--- config.mk ---
export PLATFORM = sky130hd
export DESIGN_NAME = sync_fifo
export DESIGN_NICKNAME = d
export VERILOG_FILES = /design/src/rtl/udp_tx_cfg.svh /design/src/rtl/sync_fifo.sv
export SDC_FILE = /design/constraint.sdc
export NUM_CORES = 1
export LEC_CHECK = 0
export ABC_AREA = 0
export BUFFER_PORTS_ARGS = -buffer_cell sky130_fd_sc_hd__buf_2
export CAP_MARGIN = 20
export CELL_PAD_IN_SITES_DETAIL_PLACEMENT = 1
export CELL_PAD_IN_SITES_GLOBAL_PLACEMENT = 2
export CORE_MARGIN = 5
export CORE_UTILIZATION = 48
export CTS_BUF_LIST = sky130_fd_sc_hd__clkbuf_8 sky130_fd_sc_hd__clkbuf_16
export DETAILED_ROUTE_END_ITERATION = 10
export PLACE_DENSITY = 0.86
export SLEW_MARGIN = 30
export SYNTH_ARGS = -nofsm -noshare
export SYNTH_HDL_FRONTEND = slang
export SYNTH_SLANG_ARGS = --single-unit
--- constraint.sdc ---
create_clock -name tx_axis_aclk -period 4.43 [get_ports tx_axis_aclk]
set_input_delay 0.886 -clock tx_axis_aclk [delete_from_list [all_inputs] [get_ports tx_axis_aclk]]
set_output_delay 0.886 -clock tx_axis_aclk [all_outputs]
set_load 0.01 [all_outputs]
--- src/rtl/udp_tx_cfg.svh ---
// compile-time constants of the UDP transmit stage
// include wherever stream widths, FIFO sizes or header constants are needed
`ifndef UDP_TX_CFG_SVH
`define UDP_TX_CFG_SVH

// stream widths
`define UDP_DATA_W      64
`define UDP_KEEP_W      8

// payload FIFO must hold a whole packet while its checksum is built
`define UDP_PAYLOAD_AW  8
`define UDP_MAX_BEATS   200

// per-packet sum and header FIFOs
`define UDP_SUM_AW      3

// protocol constants
`define UDP_PROTO       17
`define UDP_HDR_BYTES   8

// pipeline depth of the pseudo-header fold
`define UDP_FOLD_CYCLES 4

`endif

--- src/rtl/sync_fifo.sv ---
// first-word-fall-through FIFO on a register array
// dout holds the oldest entry whenever empty is low, rd_en pops it
`timescale 1ns/10ps
`default_nettype none

module sync_fifo #(
    parameter int WIDTH = 32,
    parameter int AW    = 3
) (
    input  wire              tx_axis_aclk,
    input  wire              tx_axis_aresetn,
    input  wire              wr_en,
    input  wire  [WIDTH-1:0] din,
    input  wire              rd_en,
    output logic [WIDTH-1:0] dout,
    output logic             empty,
    output logic             full,
    output logic             almost_full
);

    localparam int DEPTH = 2 ** AW;

    logic [WIDTH-1:0] mem [DEPTH];
    logic [AW-1:0]    wr_ptr;
    logic [AW-1:0]    rd_ptr;
    logic [AW:0]      count;

    always_ff @(posedge tx_axis_aclk) begin
        if (wr_en) begin
            mem[wr_ptr] <= din;
        end
    end

    always_ff @(posedge tx_axis_aclk) begin
        if (!tx_axis_aresetn) begin
            wr_ptr <= '0;
            rd_ptr <= '0;
            count  <= '0;
        end else begin
            if (wr_en) begin
                wr_ptr <= wr_ptr + 1'b1;
            end
            if (rd_en) begin
                rd_ptr <= rd_ptr + 1'b1;
            end
            count <= count + (AW+1)'(wr_en) - (AW+1)'(rd_en);
        end
    end

    // head entry visible without a pop
    assign dout        = mem[rd_ptr];
    assign empty       = (count == '0);
    assign full        = (count == (AW+1)'(DEPTH));
    // two or fewer free slots
    assign almost_full = (count >= (AW+1)'(DEPTH - 2));

    // writers and readers around the FIFO must honour its flags
    assert property (@(posedge tx_axis_aclk) disable iff (!tx_axis_aresetn)
        !(wr_en && full));
    assert property (@(posedge tx_axis_aclk) disable iff (!tx_axis_aresetn)
        !(rd_en && empty));

endmodule

`default_nettype wire

==> results.md <==
- The run finished with clean final reports.
- The area of the core region is 21620 µm².
- The HPWL reported at the end of detailed placement is 12.33 mm.
- The total routed wirelength is 20.22 mm.
- The clock tree from TritonCTS is done.
- In this run, post-CTS repair resized a total of 0 instances.
- At the worst endpoint, the required time is 3.54 ns.
- In the post-synthesis netlist, the biggest area contributors are sky130_fd_sc_hd__edfxtp_1 74%, sky130_fd_sc_hd__mux4_1 10%, sky130_fd_sc_hd__mux4_2 5.2%.
- Global routing used 16.62% of the available tracks across all layers.
- Counting the buffers created by CTS gives 27.
- The number of hold buffers added after CTS was 0.
- The post-route netlist has 33.45% of its cells at a drive strength greater than 1.
- The initial antenna violation count came to 0.
- The detail route stage leaves a number of antenna-violating nets equal to 0.
- The TritonCTS sink count is 269.
- In this run the worst hold path is classified as reg -> reg.
- In the routed layout, each cell is associated on average with a via count of 5.517.
- The flip-flop cell with the highest count after synthesis is sky130_fd_sc_hd__edfxtp_1.
- The synthesized netlist occupies a cell area of 10430 µm².
- Routability-driven placement finished with a final weighted congestion of 0.7525.
- From synthesis to final layout, the design area changed by 14.74%.
- After synthesis, the share of flip-flops with an asynchronous set or reset is 0%.
- The DRC violation count after routing is 0.
- The startpoint kind of the worst setup timing path is a flip-flop.
- The cell count after synthesis came out at 441.
- Net switching is 21.59% of the power.
- The clock-pin slew on the worst setup and hold paths is 0.06 ns.
- For this design the ratio of total power to cell area is 452.8 nW/µm².
- Setup repair after global routing left no endpoint under its margin.
- The number of cells on the worst reg-to-reg path is 3.
- The Yosys step of the flow raised 0 warnings.
- The portion of total power attributed to combinational logic is 8.8%.
- From left edge to right edge, the die measures 157.4 µm.
- CTS built an H-tree with a depth of 1.
- The number of nets produced by synthesis is 487.
- The flip-flop and latch count after synthesis is 269.
- The worst-case clock buffer depth is 3.
- The dominant cell type by area after synthesis is sky130_fd_sc_hd__edfxtp_1.
- The number of instances on the worst hold path is 2.
- The routed design could run at a clock period as short as 3.570 ns.
- The hold violation total from the final report was 0.
- The internal power summed over all cells is 0.004250 W.
- The via count of the first global-routing pass is 5129.
- For the pin with the worst max-slew slack, the measured transition is 0.8362 ns.
- The final critical path takes up 80.60% of the cycle.
- The worst reg-to-reg setup slack is 2.36 ns.
- The proportion of power drawn by flip-flops and latches is 53.8%.
- The first routing iteration left 275 violations.
- The cell count after placement is 784.
- The most common cell in the synthesized netlist is sky130_fd_sc_hd__edfxtp_1.
- The remaining max-slew budget at the tightest pin is 44.12%.
- The arrival time at the worst endpoint is 2.68 ns.
- The diode insertion count for antenna repair is 0.
- Sorting the synthesized cells by how often they occur yields 256 x sky130_fd_sc_hd__edfxtp_1, 40 x sky130_fd_sc_hd__mux4_1, 32 x sky130_fd_sc_hd__mux2_2.
- The maximum number of pins on one net before global-route repair is 51.
- The startpoint identified for the worst register-to-register timing path is wr_ptr[0].
- The final max-slew violation count was 0.
- The endpoint of the worst-slack reg-to-reg timing path is mem[7][14].
- After synthesis, the largest area contributor takes up 73.70% of total cell area.
- In this run, distinct cell masters in the synthesized netlist total 24.
- The library cell used as clock root buffer is sky130_fd_sc_hd__clkbuf_16.
- The sequential cell area fraction in the yosys report is 76.19%.
- In this run the count of I/O pins placed on the die edge is 71.
- The port buffer count is 70.
- After floorplanning, the core was divided into 54 placement rows.
- VDD sags by at most 0.0003377 V.
- Buffers added to address setup during post-CTS repair amount to 0.
- A synthesized cell averages 23.65 µm².
- The analysis attributes to cell leakage a power of 4.005 nW.
- The number of non-filler instances in the completed layout is 833.
- For this block, the via count after detailed routing is 4596.
- The starting density of the core is 48.25%.
- The die boundary height is 157.4 µm.
- The max-capacitance violation count is 0.
- Setup violations remaining at the end of the flow were counted as 0.
- STA classifies the critical path endpoint as an output port.
- The die covers 24780 µm².
- In this run the worst path has a maximum fanout of 34.
- The clock network power share is 37.4%.
- The detail-routed net length per standard cell is 24.27 µm.
- The first global-routing pass estimated 30.88 mm of wire.
- The critical path start-end classification is reg -> out.
- The total of fill cells in the finished design is 1866.
- The highest attainable clock frequency is 0.2801 GHz.
- Counting flops with a built-in enable in the synthesized netlist gives 256.
- The number of nets in the layout is 579.
- For the final routed database, the setup TNS stands at 0 ns.
- The launch instance of the worst min-delay path is rd_ptr[1].
- The source-to-sink clock delay at the later pin of the worst-skew pair is 0.51 ns.
- The count of TritonRoute iterations in the first routing pass is 4.
- The aggregate global routing overflow is 0.
- The worst-case clock skew is 0.01027 ns.
- The power spent charging and discharging nets is 0.001170 W.
-- power by group through the flow --
| stage | clock, W | combinational [W] | sequential, W |
|---|---|---|---|
| 2_1_floorplan | 0 | 0.000326 | 0.00294 |
| 3_5_place_dp | 0 | 0.000483 | 0.00297 |
| 6_report | 0.00203 | 0.000474 | 0.00292 |
| 3_3_place_gp | 0 | 0.000458 | 0.00297 |
| 4_1_cts | 0.00207 | 0.000486 | 0.00292 |
| 5_1_grt | 0.00221 | 0.000520 | 0.00292 |
-- worst max-delay path, stage by stage (launching register included) --
cell	delay, ns
sky130_fd_sc_hd__dfxtp_4	0.73
sky130_fd_sc_hd__buf_12	0.34
sky130_fd_sc_hd__mux4_1	0.61
sky130_fd_sc_hd__mux2_2	0.29
sky130_fd_sc_hd__buf_2	0.15
-- registers in the layout, summed over array words and instances (netlist names), named ones only --
| register | flops |
|---|---|
| mem | 256 |
| rd_ptr | 3 |
| count | 4 |
| wr_ptr | 3 |
-- placed cells by master (no fill, tap or decap), types with 2 or more instances in the layout --
cell / Yosys / routed
sky130_fd_sc_hd__and2_1: 8 / 8
sky130_fd_sc_hd__and3_1: 2 / 2
sky130_fd_sc_hd__buf_2: 6 / 70
sky130_fd_sc_hd__buf_4: 0 / 11
sky130_fd_sc_hd__clkbuf_16: 0 / 27
sky130_fd_sc_hd__clkbuf_8: 0 / 3
sky130_fd_sc_hd__clkinv_1: 0 / 3
sky130_fd_sc_hd__clkinv_2: 0 / 4
sky130_fd_sc_hd__dfxtp_1: 13 / 10
sky130_fd_sc_hd__dfxtp_4: 0 / 2
sky130_fd_sc_hd__edfxtp_1: 256 / 256
sky130_fd_sc_hd__ha_1: 9 / 9
sky130_fd_sc_hd__inv_1: 6 / 16
sky130_fd_sc_hd__mux2_2: 32 / 32
sky130_fd_sc_hd__mux2i_1: 3 / 3
sky130_fd_sc_hd__mux4_1: 40 / 40
sky130_fd_sc_hd__mux4_2: 24 / 24
sky130_fd_sc_hd__nand2_1: 7 / 7
sky130_fd_sc_hd__nand2b_1: 4 / 4
sky130_fd_sc_hd__nor2_4: 0 / 6
sky130_fd_sc_hd__nor2b_1: 2 / 2
sky130_fd_sc_hd__nor3_2: 0 / 2
sky130_fd_sc_hd__xnor2_1: 2 / 2
sky130_fd_sc_hd__xor2_1: 3 / 3
-- final cells by class --
class | instances | area, µm² | share of cell area [%]
Clock buffer | 30 | 716.9 | 5.990
Inverter | 6 | 22.52 | 0.1882
Timing Repair Buffer | 82 | 452.9 | 3.784
Tap cell | 280 | 350.3 | 2.927
Sequential cell | 269 | 7956 | 66.47
Multi-Input combinational cell | 147 | 2385 | 19.92
Clock inverter | 19 | 85.08 | 0.7108
-- metal layers --
metal	share of wire (%)	global-route usage, %	wire length [µm]
met3	3.4	2.365	687
met2	53	29.53	10730
met5	0	0	0
met1	42	22.22	8529
met4	1.4	3.195	273
-- worst max path at each step --
| stage | from | to | slack, ns | cells past startpoint |
|---|---|---|---|---|
| floorplan | wr_en | mem[0][0] | 0.78 | 2 |
| global placement | flip-flop | dout[2] | 1.41 | 4 |
| detailed placement | flip-flop | dout[9] | 1.35 | 4 |
| CTS | flip-flop | dout[7] | 0.81 | 4 |
| global route | flip-flop | dout[0] | 0.74 | 4 |
| finish | flip-flop | dout[7] | 0.86 | 4 |
-- cell families after synthesis --
logic type               after synthesis  share of synthesized area [%]
adder cells (fa/ha/maj)               10                          1.271
AND/OR/NAND/NOR                       31                          1.523
AO/OA/AOI/OAI                          2                         0.1199
buffers and inverters                 25                          1.475
flip-flops                           269                          76.19
multiplexers                          99                          19.00
XOR/XNOR                               5                         0.4199
-- metrics by stage --
step | cell area (µm²) | utilization (%) | setup WS (ns) | total power [W] | hold WS (ns)
after floorplan | 10430 | - | 0.7827 | 0.003262 | 0.5125
after global placement | 11160 | 51.64 | 1.406 | 0.003423 | 0.5360
after detailed placement | 11170 | 51.65 | 1.355 | 0.003457 | 0.5666
after CTS | 11970 | 55.36 | 0.8082 | 0.005480 | 0.5803
after global routing | 11970 | 55.36 | 0.7369 | 0.005649 | 0.5850
final | 11970 | 55.36 | 0.8595 | 0.005420 | 0.5687
Power figures use the tool's default switching activity.
