`src/rtl/udp_tx_cfg.svh`:
```
// compile-time constants of the UDP transmit stage
// include wherever stream widths, FIFO sizes or header constants are needed
`ifndef UDP_TX_CFG_SVH
`define UDP_TX_CFG_SVH

// stream widths
`define UDP_DATA_W      64
`define UDP_KEEP_W      8

// payload FIFO must hold a whole packet while its checksum is built
`define UDP_PAYLOAD_AW  8
`define UDP_MAX_BEATS   200

// per-packet sum and header FIFOs
`define UDP_SUM_AW      3

// protocol constants
`define UDP_PROTO       17
`define UDP_HDR_BYTES   8

// pipeline depth of the pseudo-header fold
`define UDP_FOLD_CYCLES 4

`endif

```
`src/rtl/udp_tx_pkg.sv`:
```
// shared types and checksum arithmetic of the UDP transmit stage
// imported by the checksum stages and the output framer
`default_nettype none

package udp_tx_pkg;

    // pseudo-header fold
    typedef enum logic [1:0] {
        HS_IDLE,
        HS_LOAD,
        HS_FOLD,
        HS_PUSH
    } hdr_sum_state_t;

    // output framing
    typedef enum logic [1:0] {
        FR_IDLE,
        FR_HEADER,
        FR_DATA
    } framer_state_t;

    // 16-bit ones'-complement add with end-around carry
    function automatic logic [15:0] ones_add(input logic [15:0] a, input logic [15:0] b);
        logic [16:0] sum;
        sum = {1'b0, a} + {1'b0, b};
        return sum[15:0] + {15'd0, sum[16]};
    endfunction

endpackage

`default_nettype wire

```
`src/rtl/udp_payload_sum.sv`:
```
// byte count and lane checksums of the payload as it streams in
// pushes one {udp length, payload sum} word per packet, a cycle after the last beat
`timescale 1ns/10ps
`default_nettype none
`include "udp_tx_cfg.svh"

module udp_payload_sum (
    input  wire                    tx_axis_aclk,
    input  wire                    tx_axis_aresetn,
    input  wire                    beat_fire,
    input  wire [`UDP_DATA_W-1:0]  tdata,
    input  wire [`UDP_KEEP_W-1:0]  tkeep,
    input  wire                    tlast,
    output logic                   sum_wr_en,
    output logic [31:0]            sum_data
);

    import udp_tx_pkg::*;

    localparam int LANES = `UDP_DATA_W / 16;

    logic [15:0] acc [LANES];
    logic [15:0] acc_next [LANES];
    logic [15:0] lane_total;
    logic [15:0] byte_cnt;
    logic [3:0]  beat_bytes;

    // big-endian words, unkept bytes read as zero
    always_comb begin
        logic [7:0] hi_byte;
        logic [7:0] lo_byte;
        lane_total = '0;
        for (int i = 0; i < LANES; i++) begin
            hi_byte     = tkeep[2*i]   ? tdata[16*i +: 8]   : 8'h00;
            lo_byte     = tkeep[2*i+1] ? tdata[16*i+8 +: 8] : 8'h00;
            acc_next[i] = ones_add(acc[i], {hi_byte, lo_byte});
            lane_total  = ones_add(lane_total, acc_next[i]);
        end
        beat_bytes = 4'($countones(tkeep));
    end

    always_ff @(posedge tx_axis_aclk) begin
        if (!tx_axis_aresetn) begin
            for (int i = 0; i < LANES; i++) begin
                acc[i] <= '0;
            end
            byte_cnt  <= '0;
            sum_wr_en <= 1'b0;
        end else begin
            sum_wr_en <= beat_fire && tlast;
            if (beat_fire) begin
                // last beat closes the packet and restarts the lanes
                for (int i = 0; i < LANES; i++) begin
                    acc[i] <= tlast ? 16'h0000 : acc_next[i];
                end
                byte_cnt <= tlast ? 16'h0000 : byte_cnt + 16'(beat_bytes);
            end
        end
    end

    // udp length counts the 8-byte header too
    always_ff @(posedge tx_axis_aclk) begin
        if (beat_fire && tlast) begin
            sum_data <= {byte_cnt + 16'(beat_bytes) + 16'(`UDP_HDR_BYTES), lane_total};
        end
    end

    // keep fills from lane 0 and only the last beat may be short
    assert property (@(posedge tx_axis_aclk) disable iff (!tx_axis_aresetn)
        beat_fire |-> tkeep[0] && ((tkeep & (tkeep + 1'b1)) == '0) && (tlast || &tkeep));

    // larger packets would not fit in the payload FIFO
    assert property (@(posedge tx_axis_aclk) disable iff (!tx_axis_aresetn)
        beat_fire |-> byte_cnt < 16'(`UDP_MAX_BEATS * `UDP_KEEP_W));

endmodule

`default_nettype wire

```
`config.mk`:
```
export PLATFORM = sky130hd
export DESIGN_NAME = udp_payload_sum
export DESIGN_NICKNAME = d
export VERILOG_FILES = /design/src/rtl/udp_tx_pkg.sv /design/src/rtl/udp_payload_sum.sv
export VERILOG_INCLUDE_DIRS = /design/src /design/src/rtl
export SDC_FILE = /design/constraint.sdc
export NUM_CORES = 1
export LEC_CHECK = 0
export BUFFER_PORTS_ARGS = -buffer_cell sky130_fd_sc_hd__buf_2
export CELL_PAD_IN_SITES_DETAIL_PLACEMENT = 1
export CELL_PAD_IN_SITES_GLOBAL_PLACEMENT = 2
export CORE_MARGIN = 10
export CORE_UTILIZATION = 38
export CTS_CLUSTER_SIZE = 12
export DETAILED_ROUTE_END_ITERATION = 8
export GPL_ROUTABILITY_DRIVEN = 0
export HOLD_SLACK_MARGIN = 0.15
export PLACE_DENSITY = 0.89
export SLEW_MARGIN = 20
export SYNTH_ARGS = -nofsm -noshare
export SYNTH_HDL_FRONTEND = slang
export SYNTH_SLANG_ARGS = --single-unit
```
`constraint.sdc`:
```
create_clock -name tx_axis_aclk -period 17.4 [get_ports tx_axis_aclk]
set_clock_uncertainty 0.05 [all_clocks]
set_input_delay 3.48 -clock tx_axis_aclk [delete_from_list [all_inputs] [get_ports tx_axis_aclk]]
set_output_delay 3.48 -clock tx_axis_aclk [all_outputs]
set_load 0.02 [all_outputs]
```
==> flow_metrics.env <==
export IMPL_synth_area_um2=12050
export IMPL_cts_max_level=4
export IMPL_grt_usage_pct=17.81
export IMPL_rows=65
export IMPL_cts_tree="yes"
export IMPL_seqCellArea_um2=3223
export IMPL_slew_headroom_pct=32.58
export IMPL_muxShareOfSynthArea_pct=0.8929
export IMPL_drt_first_pass_iters=4
export IMPL_drt_antenna_violating_nets=0
export IMPL_grt_max_degree=68
export IMPL_netlist_area_leader_share_pct=23.92
export IMPL_pre_cts_ws_ns=-0.05869
export IMPL_required_ns=17.65
export IMPL_die_y_um=198.1
export IMPL_r2r_start="acc[1][6]"
export IMPL_synthCells=1350
export IMPL_synthXorXnorAreaFrac_pct=13.73
export IMPL_fin_cells=1882
export IMPL_io_pins=109
export IMPL_layout_min_cycle_time_ns=16.52
export IMPL_min_period_over_period_pct=94.93
export IMPL_synth_avg_cell_area_um2=8.926
export IMPL_dp_cells=1846
export IMPL_synth_edf_count=96
export IMPL_initial_utilization_pct=38.39
export IMPL_hp_start="byte_cnt[3]"
export IMPL_vias=10270
export IMPL_clkTransAtPathRegs_ns=0.06
export IMPL_ys_types=78
export IMPL_antenna_found_initial=0
export IMPL_die_w_um=198.1
export IMPL_worstHoldPathType="register to register"
export IMPL_synth_compound_area_share_pct=16.56
export IMPL_worstMarginPinSlew_ns=1.008
export IMPL_placed_area_um2=13070
export IMPL_synthFlopType="edfxtp_1"
export IMPL_overflow=0
export IMPL_diodes=0
export IMPL_hold_end="byte_cnt[3]"
export IMPL_drc=0
export IMPL_r2r_end="sum_data[15]"
export IMPL_insertion_delay_ns=0.43
export IMPL_dp_hpwl_mm=27.64
export IMPL_wl_mm=34.92
export IMPL_max_freq_mhz=60.54
export IMPL_yosys_area_share_adder_pct=15.88
export IMPL_holdPathStages=2
export IMPL_crit_slowest_cell="ha_2"
export IMPL_synth_async_reset_ratio_pct=0
export IMPL_area_growth_pct=14.17
export IMPL_status="finished clean"
export IMPL_p_leak_nw=6.056
export IMPL_drt_iter0_drc=374
export IMPL_synth_largest_area_cell="edfxtp_1"
export IMPL_yosys_register_bits=113
export IMPL_powerDensity_nw_per_um2=184.5
export IMPL_cp_max_fo=9
export IMPL_design_core_area_um2=31390
export IMPL_synthSimpleGateAreaFrac_pct=23.28
export IMPL_cts_buffer_depth=2
export IMPL_start_kind="input port"
export IMPL_cts_buffers=17
export IMPL_setup_tns_ns=0
export IMPL_synthTopCellsByArea="edfxtp_1 24%, ha_1 14%, xnor2_1 7.5%, and2_1 6.9%, xor2_1 5.7%"
export IMPL_portBuffers=108
export IMPL_cp_end_kind="register"
export IMPL_wl_per_cell_um=18.55
export IMPL_cts_root_buf="clkbuf_16"
export IMPL_cp_arrival_ns=16.77
export IMPL_final_design_area_no_fill_um2=13760
export IMPL_drive_gt1_share_pct=12.23
export IMPL_yosysSeqAreaShare_pct=26.75
export IMPL_path_common_cell="ha_1"
export IMPL_setup_ws_ns=0.8821
export IMPL_synth_yosys_warnings=0
export IMPL_worstSetupPathType="input port to register"
export IMPL_reg2regPathDepth=64
export IMPL_grt_pass1_wl_mm=55.98
export IMPL_reg2reg_slack_ns=3.85
export IMPL_grt_pass1_vias=10800
export IMPL_nets=1687
export IMPL_synth_top_family_by_area="simple AND/OR/NAND/NOR gates"
export IMPL_syn_num_nets=1570
export IMPL_viasPerCell=5.459
export IMPL_multi_input_area_um2=8513
export IMPL_cts_hold_buf=0
export IMPL_hold_viol_final=0
export IMPL_maxSlewViolCount=0
export IMPL_nFillCells=3692
export IMPL_slowest_delay_ns=0.41
export IMPL_setup_viol=0
export IMPL_maxCapViolCount=0
export IMPL_cts_sinks=113
export IMPL_max_vdd_ir_drop_uv=131.1
export IMPL_dieArea_um2=39230
[per-layer routing]
| layer | up-vias | share of wire (%) | routed length [µm] | global-route usage [%] |
|---|---|---|---|---|
| met5 | - | 0 | 0 | 0 |
| met4 | 0 | 1.6 | 571 | 5.097 |
| met3 | 27 | 3.8 | 1335 | 3.191 |
| met2 | 128 | 47 | 16480 | 29.79 |
| met1 | 4955 | 47 | 16530 | 22.94 |
| li1 | 5163 | - | - | - |
[state kept, by name (all words and copies together) (netlist names)]
name and count:
acc 64, sum_data 32, sum_wr_en 1, byte_cnt 16
[layout by cell type (no fill, tap or decap), types with 7 or more instances in the layout]
cell type,n
a21oi_1,72
nor2b_1,19
a2111oi_0,13
buf_2,108
o31ai_1,9
a211oi_1,10
nor2_1,71
mux2i_1,7
and2_1,132
o211ai_1,7
xor2_1,78
nor3_1,40
ha_1,131
o21bai_1,22
or3_1,13
a21o_1,30
inv_1,70
edfxtp_1,96
nor3b_1,11
dfxtp_1,17
clkbuf_16,22
xnor2_1,103
nand2_1,77
a211o_1,8
o21a_1,13
buf_4,12
fa_1,12
and3_1,26
o21ai_0,51
nand2b_1,16
nand3_1,47
nand4_1,21
[Yosys cell counts, types with 5 or more instances]
cell	number
a2111oi_0	13
o211ai_1	7
nand2_1	77
fa_1	12
mux2i_1	7
edfxtp_1	96
ha_1	132
xor2_1	78
a211oi_1	11
nand4_1	21
nor2b_1	20
clkbuf_1	17
nand2b_1	16
and3_1	26
nor2_1	71
o21a_1	13
inv_1	71
or2_2	5
o21ai_0	53
and2_1	132
o21bai_1	22
dfxtp_1	17
nor3b_1	12
o31ai_1	10
or3_1	13
xnor2_1	103
nand3_1	47
a21oi_1	72
a31oi_1	5
a21o_1	30
nor3_1	41
nand3b_1	5
o2111ai_1	6
a211o_1	8
[what timing repair did]
item                                    CTS  global route
buffers inserted                          0             4
endpoints found under the setup margin    0            10
resized for setup                         0            12
[report_power, final]
part	switching, mW	internal (mW)
sequential	0.0146	0.388
combinational	1.07	0.698
clock	0.137	0.232
[critical path, delay by kind of cell]
| kind | cells | cell delay [ns] |
|---|---|---|
| multiplexers | 1 | 0.33 |
| buffers and inverters | 3 | 0.44 |
| XOR/XNOR | 3 | 0.51 |
| AND/OR/NAND/NOR | 19 | 2.82 |
| adder cells (fa/ha/maj) | 12 | 3.05 |
| AO/OA/AOI/OAI | 30 | 6.07 |
[worst max path at each step]
stage                     startpoint            to  cells past startpoint
final                       tkeep[3]  sum_data[15]                     68
after global routing        tkeep[3]  sum_data[15]                     68
after CTS                   tkeep[3]  sum_data[15]                     68
after detailed placement    tkeep[3]  sum_data[15]                     68
after global placement      tkeep[3]  sum_data[15]                     67
after floorplan            tdata[30]  sum_data[15]                     62
[per-stage QoR]
step	utilization, %	total power, mW	hold WS [ns]
2_1_floorplan	-	1.689	0.3815
3_3_place_gp	41.63	2.113	0.3990
3_5_place_dp	41.63	2.129	0.4106
4_1_cts	43.61	2.532	0.4282
5_1_grt	43.83	2.742	0.4609
6_report	43.83	2.539	0.4219
[logic make-up after synthesis]
family,count (synthesis)
XOR/XNOR,184
multiplexers,10
AND/OR/NAND/NOR,510
adder cells (fa/ha/maj),146
buffers and inverters,93
AO/OA/AOI/OAI,294
flip-flops,113
[final cells by class]
class,count,area share [%]
Tap cell,402,3.656
Multi-Input combinational cell,1144,61.88
Timing Repair Buffer,120,4.583
Sequential cell,113,23.43
Clock inverter,5,0.2364
Inverter,71,1.937
Clock buffer,27,4.283
(Power assumes the default switching activity.)
