**src/rtl/udp_tx_cfg.svh**
```systemverilog
// compile-time constants of the UDP transmit stage
// include wherever stream widths, FIFO sizes or header constants are needed
`ifndef UDP_TX_CFG_SVH
`define UDP_TX_CFG_SVH

// stream widths
`define UDP_DATA_W      64
`define UDP_KEEP_W      8

// payload FIFO must hold a whole packet while its checksum is built
`define UDP_PAYLOAD_AW  8
`define UDP_MAX_BEATS   200

// per-packet sum and header FIFOs
`define UDP_SUM_AW      3

// protocol constants
`define UDP_PROTO       17
`define UDP_HDR_BYTES   8

// pipeline depth of the pseudo-header fold
`define UDP_FOLD_CYCLES 4

`endif

```
**src/rtl/udp_tx_pkg.sv**
```systemverilog
// shared types and checksum arithmetic of the UDP transmit stage
// imported by the checksum stages and the output framer
`default_nettype none

package udp_tx_pkg;

    // pseudo-header fold
    typedef enum logic [1:0] {
        HS_IDLE,
        HS_LOAD,
        HS_FOLD,
        HS_PUSH
    } hdr_sum_state_t;

    // output framing
    typedef enum logic [1:0] {
        FR_IDLE,
        FR_HEADER,
        FR_DATA
    } framer_state_t;

    // 16-bit ones'-complement add with end-around carry
    function automatic logic [15:0] ones_add(input logic [15:0] a, input logic [15:0] b);
        logic [16:0] sum;
        sum = {1'b0, a} + {1'b0, b};
        return sum[15:0] + {15'd0, sum[16]};
    endfunction

endpackage

`default_nettype wire

```
**src/rtl/udp_tx_framer.sv**
```systemverilog
// output FSM: one 8-byte udp header beat, then the buffered payload beats
// byte k of a beat sits in tdata[8k+7:8k] and byte 0 goes out first
`timescale 1ns/10ps
`default_nettype none
`include "udp_tx_cfg.svh"

module udp_tx_framer (
    input  wire                                 tx_axis_aclk,
    input  wire                                 tx_axis_aresetn,
    input  wire                                 hdr_empty,
    input  wire  [31:0]                         hdr_data,
    input  wire                                 pay_empty,
    input  wire  [`UDP_DATA_W+`UDP_KEEP_W+1:0]  pay_data,
    input  wire                                 ip_tx_axis_tready,
    input  wire  [15:0]                         udp_src_port,
    input  wire  [15:0]                         udp_dst_port,
    output logic                                hdr_rd_en,
    output logic                                pay_rd_en,
    output logic [`UDP_DATA_W-1:0]              ip_tx_axis_tdata,
    output logic [`UDP_KEEP_W-1:0]              ip_tx_axis_tkeep,
    output logic                                ip_tx_axis_tvalid,
    output logic                                ip_tx_axis_tlast
);

    import udp_tx_pkg::*;

    framer_state_t state;
    logic [15:0]   cks_q;
    logic [15:0]   len_q;
    logic          pay_valid;
    logic          out_fire;

    // payload word is {tdata, tkeep, tvalid, tlast}
    assign pay_valid = !pay_empty && pay_data[1];
    assign out_fire  = ip_tx_axis_tvalid && ip_tx_axis_tready;
    assign hdr_rd_en = (state == FR_IDLE) && !hdr_empty;
    assign pay_rd_en = (state == FR_DATA) && pay_valid && ip_tx_axis_tready;

    always_ff @(posedge tx_axis_aclk) begin
        if (!tx_axis_aresetn) begin
            state <= FR_IDLE;
        end else begin
            case (state)
                FR_IDLE: begin
                    if (!hdr_empty) begin
                        state <= FR_HEADER;
                    end
                end
                FR_HEADER: begin
                    if (ip_tx_axis_tready) begin
                        state <= FR_DATA;
                    end
                end
                FR_DATA: begin
                    if (out_fire && ip_tx_axis_tlast) begin
                        state <= FR_IDLE;
                    end
                end
                default: begin
                    state <= FR_IDLE;
                end
            endcase
        end
    end

    always_ff @(posedge tx_axis_aclk) begin
        if (hdr_rd_en) begin
            cks_q <= hdr_data[31:16];
            len_q <= hdr_data[15:0];
        end
    end

    always_comb begin
        ip_tx_axis_tdata  = pay_data[`UDP_KEEP_W+2 +: `UDP_DATA_W];
        ip_tx_axis_tkeep  = pay_data[2 +: `UDP_KEEP_W];
        ip_tx_axis_tlast  = pay_data[0];
        ip_tx_axis_tvalid = (state == FR_DATA) && pay_valid;
        if (state == FR_HEADER) begin
            // ports, length, checksum, each high byte first
            ip_tx_axis_tdata  = {cks_q[7:0], cks_q[15:8], len_q[7:0], len_q[15:8],
                                 udp_dst_port[7:0], udp_dst_port[15:8],
                                 udp_src_port[7:0], udp_src_port[15:8]};
            ip_tx_axis_tkeep  = '1;
            ip_tx_axis_tlast  = 1'b0;
            ip_tx_axis_tvalid = 1'b1;
        end
    end

    // a beat offered downstream is held until taken
    assert property (@(posedge tx_axis_aclk) disable iff (!tx_axis_aresetn)
        ip_tx_axis_tvalid && !ip_tx_axis_tready |=>
            ip_tx_axis_tvalid && $stable(ip_tx_axis_tdata));

endmodule

`default_nettype wire

```
**config.mk**
```make
export PLATFORM = sky130hd
export DESIGN_NAME = udp_tx_framer
export DESIGN_NICKNAME = d
export VERILOG_FILES = /design/src/rtl/udp_tx_pkg.sv /design/src/rtl/udp_tx_framer.sv
export VERILOG_INCLUDE_DIRS = /design/src /design/src/rtl
export SDC_FILE = /design/constraint.sdc
export NUM_CORES = 1
export LEC_CHECK = 0
export ABC_AREA = 1
export BUFFER_PORTS_ARGS = -buffer_cell sky130_fd_sc_hd__buf_2
export CAP_MARGIN = 20
export CORE_AREA = 2 2 84 86
export DETAILED_ROUTE_END_ITERATION = 10
export DIE_AREA = 0 0 86 88
export PLACE_DENSITY = 0.72
export SLEW_MARGIN = 20
export SYNTH_ARGS = -nofsm -noshare
export SYNTH_HDL_FRONTEND = slang
export SYNTH_SLANG_ARGS = --single-unit
```
**constraint.sdc**
```tcl
create_clock -name tx_axis_aclk -period 3.1 [get_ports tx_axis_aclk]
set_clock_uncertainty 0.15 [all_clocks]
set_input_delay 0.62 -clock tx_axis_aclk [delete_from_list [all_inputs] [get_ports tx_axis_aclk]]
set_output_delay 0.62 -clock tx_axis_aclk [all_outputs]
set_load 0.05 [all_outputs]
```
==> flow_summary.toml, run 1 <==
[outcome]
status = "complete, no violations"

[setup_path]
worstPathCellList = "inv_2, nand2_2, buf_4, nand2_1, nand2_1, buf_2"
critPathMaxFanout = 66
critical_path_arrival_ns = 1.85
required_ns = 2.33
worstSetupPathType = "flip-flop to primary output"
endpoint_kind = "primary output"
critical_path.startpoint = "state[1]"
r2r_start = "state[1]"
startpoint_type = "flip-flop"
worst_path_max_delay_cell = "buf_4"
path_common_cell = "nand2_1"
critical_path.max_stage_delay_ns = 0.51
path_buf_inv = 3
path_delay_family = "buffers and inverters"

[clock_network]
root_buffer = "clkbuf_8"
holdBufCountCts = 0
clock_latency_ns = 0.28
cts_setup_buffers = 0
htreeDepth = 2
numCtsBuffers = 5
cts_tree = "yes"
clockBufferDepth = 2
cts.sinks = 34
path_clk_slew_ns = 0.06
cts_resized = 0

[route]
drt-vias-per-instance = 4.257
routedWlPerCell_um = 11.02
route.vias.total = 2405
postRouteAntennaNets = 0
route.detailed.drc = 0
drt_wl_total_um = 6225
drt_iter0_markers = 35
drt-pass1-iter-count = 4

[yosys]
synth_cell_types = 15
netlist_top_cells_area = "edfxtp_1 (48%), nand2_1 (36%), buf_6 (4.5%)"
synth_top_area_frac = 0.4788
ys_seq_elements = 34
syn-cell-area_um2 = 2007
synthesis.nets = 416
syn_inst = 273
avgSynthCellArea_um2 = 7.351
yosysSeqAreaShare = 0.4988
synth_top_area_cell = "edfxtp_1"
ys_warn_count = 0

[floorplanning]
start_util = 0.3021
die-height_um = 88
core_area_um2 = 6644
ios = 219
die_w_um = 86
rows = 30
dieArea_um2 = 7568

[timing]
max_slew.worst_pin.slew_ns = 0.6232
fin_crit_sh = 0.8461
slew_viol_final = 0
timing.fmax_mhz = 381.3
hold_violations = 0
relSlewSlack = 0.5845
rsz0062_at_grt = "false"
setup_viol = 0
timing.setup.tns_ns = 0
min_period_ns = 2.623

[final_layout]
area_growth_pct = 57.98
final_cell_mix = "buf_2 (218), nand2_1 (195), edfxtp_1 (32)"
drive_above_1_share = 0.4742
layout_commonest_cell = "buf_2"
nNetsFinal = 629
diodes = 0
final_util = 0.4772

[pwr]
p_per_area_nw_per_um2 = 496.9
power_leakage_nw = 1.892
ir_drop_mv = 0.2873

[place]
port_buffers = 218
place.gp.congestion = 0.7358
dpl.hpwl_um = 5012

[grt]
grt_max_degree = 67
track_usage = 0.1492
overflow = 0
grt_pass1_vias = 2086
antenna_found_initial = 0
grt_pass1_wl_um = 9004

[worst_hold_path]
hp-class = "input pin to flip-flop"
min_from = "hdr_data[26]"

[job]
maxCapViolCount = 0
-- final timing paths --
path / endpoint / slack (ns) / cells after the start
max reg2reg: len_q[10] / 1.34 / 5
min reg2reg: state[1] / 0.45 / 4
min: cks_q[10] / 0.36 / 1
max: ip_tx_axis_tdata[15] / 0.48 / 6
-- final cells by class --
| class | instances | area [um^2] |
|---|---|---|
| fillers | 665 | 3473 |
| repair buffers | 221 | 1126 |
| flip-flops and latches | 34 | 1001 |
| multi-input cells | 215 | 837.1 |
| well taps | 80 | 100.1 |
| clock buffers | 5 | 68.82 |
| inverters | 9 | 33.78 |
| clock inverters | 1 | 3.754 |
-- registers in the layout (all words and copies together), names as in the netlist --
| name | flops |
|---|---|
| len_q | 16 |
| cks_q | 16 |
| state | 2 |
-- cell usage after synthesis --
| cell type | number |
|---|---|
| edfxtp_1 | 32 |
| a21oi_1 | 1 |
| nand2_2 | 1 |
| buf_4 | 4 |
| inv_1 | 7 |
| or2_2 | 1 |
| dfxtp_1 | 2 |
| or2_1 | 8 |
| nand3_1 | 1 |
| inv_2 | 2 |
| a31oi_1 | 1 |
| nor2_1 | 7 |
| buf_2 | 3 |
| nand2_1 | 195 |
| buf_6 | 8 |
-- per-stage QoR --
| step | setup WS [ns] | std cells | power, W | hold slack [ns] | area, um^2 |
|---|---|---|---|---|---|
| after floorplan | 0.4895 | 273 | 0.001106 | 0.4170 | 2007 |
| after global placement | 0.7932 | 559 | 0.001294 | 0.4447 | 3098 |
| after detailed placement | 0.7630 | 559 | 0.001302 | 0.4428 | 3098 |
| after CTS | 0.4705 | 565 | 0.001592 | 0.3548 | 3171 |
| after global routing | 0.3243 | 565 | 0.001652 | 0.3529 | 3171 |
| final | 0.4772 | 565 | 0.001575 | 0.3618 | 3171 |
-- routing by layer --
metal	GRT usage	up-vias	part of all wire
met1	0.1665	1016	0.40
met2	0.2854	125	0.50
met5	0	-	0
met4	0.04329	0	0.012
li1	-	1257	-
met3	0.03016	7	0.087
-- where the power goes --
part           internal (W)  switching [W]  leakage, nW
clock              0.000146       0.000143       0.0375
combinational      0.000188       0.000548         1.53
sequential         0.000542     0.00000892        0.323
-- kinds of logic after synthesis --
| group | count (synthesis) | share of synthesized area |
|---|---|---|
| simple gates | 213 | 0.4115 |
| buf+inv | 24 | 0.08417 |
| compound gates | 2 | 0.005611 |
| flops | 34 | 0.4988 |
Note: power is estimated with default switching activity, not from simulation.
==> run 2, diff against run 1 <==
==> constraint.sdc (replaced) <==
create_clock -name tx_axis_aclk -period 2.44 [get_ports tx_axis_aclk]
set_clock_uncertainty 0.15 [all_clocks]
set_input_delay 0.488 -clock tx_axis_aclk [delete_from_list [all_inputs] [get_ports tx_axis_aclk]]
set_output_delay 0.488 -clock tx_axis_aclk [all_outputs]
set_load 0.05 [all_outputs]
==> run 2 against run 1 <==
Against the previous run: worst hold slack got worse by 0.13 ns; die area unchanged; non-clock buffer count increased by 1; highest routed layer unchanged; worst setup slack got worse by 0.23 ns; combinational power increased by 27%; utilization increased by 0.11 points; sequential power increased by 27%; final cell count increased by 0.18%; first-iteration DRC count increased by 17%.
==> flow_summary.toml, run 2 (synthesis gave the netlist of run 1 again) <==
[setup_path]
critical_path.max_stage_delay_ns = 0.38
critPathMaxFanout = 36
startpoint_type = "flip-flop"
worst_path_max_delay_cell = "dfxtp_1"
worstSetupPathType = "flip-flop to primary output"
critical_path_arrival_ns = 1.55
worstPathCellList = "inv_2, nand2_2, buf_4, nand2_1, nand2_1, buf_2"
path_common_cell = "nand2_1"
endpoint_kind = "primary output"
required_ns = 1.80

[clock_network]
clock_latency_ns = 0.27
cts.sinks = 34
cts_tree = "yes"
numCtsBuffers = 5
htreeDepth = 2
cts_setup_buffers = 0
holdBufCountCts = 0
path_clk_slew_ns = 0.06
clockBufferDepth = 2
cts_resized = 0
root_buffer = "clkbuf_8"

[timing]
slew_viol_final = 0
max_slew.worst_pin.slew_ns = 0.3870
setup_viol = 0
whs_ns = 0.2344
fin_crit_sh = 0.8981
min_period_ns = 2.191
timing.fmax_mhz = 456.3
rsz0062_at_grt = "false"
relSlewSlack = 0.7420
setup_ws_ns = 0.2487
hold_violations = 0
timing.setup.tns_ns = 0

[final_layout]
final_cell_mix = "buf_2 (218), nand2_1 (195), edfxtp_1 (32)"
diodes = 0
reg_top3 = "cks_q x16, len_q x16, state x2"
layout_commonest_cell = "buf_2"
area_growth_pct = 58.35
drive_above_1_share = 0.4753
nNetsFinal = 630
instances_no_fill = 566

[route]
route.detailed.drc = 0
drt_iter0_markers = 41
drt-pass1-iter-count = 4
drt_wl_total_um = 6031
postRouteAntennaNets = 0
routedWlPerCell_um = 10.66
drt-vias-per-instance = 4.180
route.vias.total = 2366

[floorplanning]
ios = 219
die-height_um = 88
rows = 30
dieArea_um2 = 7568
die_w_um = 86
core_area_um2 = 6644
start_util = 0.3021

[place]
port_buffers = 218
dp_slack_ns = 0.5226
place.gp.congestion = 0.7639
dp.cells = 560
dpl.hpwl_um = 4864

[grt]
overflow = 0
antenna_found_initial = 0
grt_max_degree = 75
grt_pass1_wl_um = 8983
track_usage = 0.1478
grt_pass1_vias = 2084

[pwr]
ir_drop_mv = 0.4574
finalPower_w = 0.001993
p_per_area_nw_per_um2 = 627.2
power_leakage_nw = 1.896

[job]
maxCapViolCount = 0

[worst_hold_path]
hp-class = "input pin to flip-flop"

[outcome]
status = "complete, no violations"
## run 2: worst paths after layout
path,start,end,slack [ns],cells past startpoint
min reg2reg,state[1],state[1],0.46,4
max reg2reg,state[1],len_q[14],0.67,5
max,state[1],ip_tx_axis_tdata[16],0.25,6
min,hdr_data[2],len_q[2],0.23,1
## run 2: worst max-delay path, delay by kind of cell (launching register included)
kind | cells | cell delay [ns]
buffers and inverters | 3 | 0.63
DFF | 1 | 0.38
and+or+nand+nor | 3 | 0.26
## run 2: report_power, final
part / internal [W] / switching (W)
clock: 0.000186 / 0.000174
combinational: 0.000240 / 0.000695
sequential: 0.000689 / 0.0000112
## run 2: layer usage
metal | up-vias | wire length [um] | track usage | part of all wire
met2 | 126 | 3040 | 0.2833 | 0.50
met4 | 0 | 70 | 0.04473 | 0.012
met3 | 7 | 598 | 0.04053 | 0.099
met1 | 977 | 2321 | 0.1570 | 0.38
li1 | 1256 | - | - | -
met5 | - | 0 | 0 | 0
## run 2: layout make-up
cell class	count	area [um^2]
Inverter	9	33.78
Clock buffer	5	68.82
Tap cell	80	100.1
Sequential cell	34	1001
Fill cell	655	3466
Timing Repair Buffer	222	1134
Multi-Input combinational cell	215	837.1
Clock inverter	1	3.754
## run 2: per-stage QoR
| stage | area, um^2 | utilization |
|---|---|---|
| 2_1_floorplan | 2007 | - |
| 3_3_place_gp | 3105 | 0.4674 |
| 3_5_place_dp | 3105 | 0.4674 |
| 4_1_cts | 3178 | 0.4783 |
| 5_1_grt | 3178 | 0.4783 |
| 6_report | 3178 | 0.4783 |
==> run 3, diff against run 2 <==
--- a/config.mk
+++ b/config.mk
@@ -13,6 +13,7 @@
 export DETAILED_ROUTE_END_ITERATION = 10
 export DIE_AREA = 0 0 86 88
 export PLACE_DENSITY = 0.72
+export REMOVE_ABC_BUFFERS = 1
 export SLEW_MARGIN = 20
 export SYNTH_ARGS = -nofsm -noshare
 export SYNTH_HDL_FRONTEND = slang
==> run 3 against run 2 <==
Against the previous run: global-route usage increased by 0.45 points; flip-flop and latch count unchanged; non-clock buffer count unchanged; via count increased by 2.7%; routed wire length increased by 3.4%; fmax decreased by 1.0%; largest power group unchanged; register-to-register slack improved by 0.05 ns; first-iteration DRC count increased by 44%.
==> flow_summary.toml, run 3 (synthesis gave the netlist of run 1 again) <==
[floorplanning]
die_w_um = 86
core_area_um2 = 6644
dieArea_um2 = 7568
ios = 219
die-height_um = 88
rows = 30
start_util = 0.3021

[place]
place.gp.congestion = 0.8392
placed_cell_area_um2 = 3105
port_buffers = 218
dpl.hpwl_um = 5098

[worst_hold_path]
min_from = "hdr_data[24]"
hp-class = "input pin to flip-flop"
holdPathEnd = "cks_q[8]"
hold_depth = 1

[route]
drt-vias-per-instance = 4.278
drt_iter0_markers = 59
route.vias.total = 2430
drt_wl_total_um = 6235
routedWlPerCell_um = 10.98
drt-pass1-iter-count = 4
postRouteAntennaNets = 0
route.detailed.drc = 0

[grt]
track_usage = 0.1523
overflow = 0
grt_pass1_wl_um = 9183
grt_max_degree = 67
antenna_found_initial = 1
grt_pass1_vias = 2120

[final_layout]
reg_top3 = "cks_q x16, len_q x16, state x2"
final_cell_mix = "buf_2 (218), nand2_1 (195), edfxtp_1 (32)"
final_util = 0.4793
nNetsFinal = 630
design_area_um2 = 3184
layout_commonest_cell = "buf_2"
area_growth_pct = 58.67
drive_above_1_share = 0.4743

[setup_path]
required_ns = 1.80
worst-r2r-setup-slack_ns = 0.72
critPathMaxFanout = 40
r2r_start = "state[1]"
r2r_end = "cks_q[6]"
worstSetupPathType = "flip-flop to primary output"
r2r_cells = 5
startpoint_type = "flip-flop"
critical_path_arrival_ns = 1.58
endpoint_kind = "primary output"

[timing]
rsz0062_at_grt = "false"
relSlewSlack = 0.7371
min_period_ns = 2.214
whs_ns = 0.2388
hold_violations = 0
max_slew.worst_pin.slew_ns = 0.3943
timing.fmax_mhz = 451.6
slew_viol_final = 0
setup_viol = 0
fin_crit_sh = 0.9075
timing.setup.tns_ns = 0

[pwr]
combPwrFrac = 0.465
seqPwrFrac = 0.350
swShare = 0.4392
p_sw_w = 0.0008806
ir_drop_mv = 0.4325
power_leakage_nw = 1.900
p_int_w = 0.001125
p_per_area_nw_per_um2 = 629.7
power_frac_clock = 0.185

[clock_network]
path_clk_slew_ns = 0.06
numCtsBuffers = 5
cts_setup_buffers = 0
clockBufferDepth = 2
cts_resized = 0
root_buffer = "clkbuf_8"
htreeDepth = 2
cts.sinks = 34
holdBufCountCts = 0
cts_tree = "yes"
clock_latency_ns = 0.27

[job]
maxCapViolCount = 0

[outcome]
status = "complete, no violations"
run 3: cell count changes in the layout (fill, tap and decap cells not counted), sizes merged:
cell	previous run	this run
clkbuf	5	7
clkinv	1	0
diode	0	1
run 3: worst max path at each step:
stage | startpoint | depth (start not counted) | endpoint | slack, ns
after global routing | state[0] | 6 | ip_tx_axis_tdata[2] | 0.04
final | state[1] | 7 | ip_tx_axis_tdata[2] | 0.23
after detailed placement | state[1] | 7 | ip_tx_axis_tdata[2] | 0.49
after global placement | state[1] | 7 | ip_tx_axis_tdata[38] | 0.53
after floorplan | state[1] | 4 | ip_tx_axis_tlast | -0.54
after CTS | state[1] | 7 | ip_tx_axis_tdata[2] | 0.18
run 3: layer usage:
layer  GRT usage  part of all wire  wire [um]
met3     0.04241             0.097        606
met2      0.2960              0.53       3298
met1      0.1627              0.37       2288
met4     0.03463            0.0067         42
met5           0                 0          0
run 3: cell type report:
cell class,instances,area (um^2)
Inverter,9,33.78
Tap cell,80,100.1
Clock buffer,7,76.32
Multi-Input combinational cell,215,837.1
Fill cell,668,3460
Sequential cell,34,1001
Antenna cell,1,2.502
Timing Repair Buffer,222,1134
run 3: power by group through the flow:
| stage | Sequential (W) | Combinational [W] | Clock (W) |
|---|---|---|---|
| 2_1_floorplan | 0.000711 | 0.000660 | 0 |
| 3_3_place_gp | 0.000714 | 0.000932 | 0 |
| 3_5_place_dp | 0.000715 | 0.000940 | 0 |
| 4_1_cts | 0.000703 | 0.000941 | 0.000388 |
| 5_1_grt | 0.000705 | 0.000998 | 0.000415 |
| 6_report | 0.000701 | 0.000933 | 0.000371 |
run 3: through the flow:
| step | total power, W | setup slack (ns) | std cells |
|---|---|---|---|
| after detailed placement | 0.001655 | 0.4939 | 560 |
| final | 0.002005 | 0.2257 | 568 |
| after CTS | 0.002032 | 0.1844 | 567 |
| after floorplan | 0.001371 | -0.5375 | 258 |
| after global routing | 0.002119 | 0.04496 | 567 |
| after global placement | 0.001645 | 0.5339 | 560 |
run 3: critical path: stages, from the launching register on:
cell and delay (ns):
dfxtp_1 0.34, inv_2 0.06, nand2_2 0.07, inv_2 0.06
buf_4 0.31, nand2_1 0.11, nand2_1 0.09, buf_2 0.26
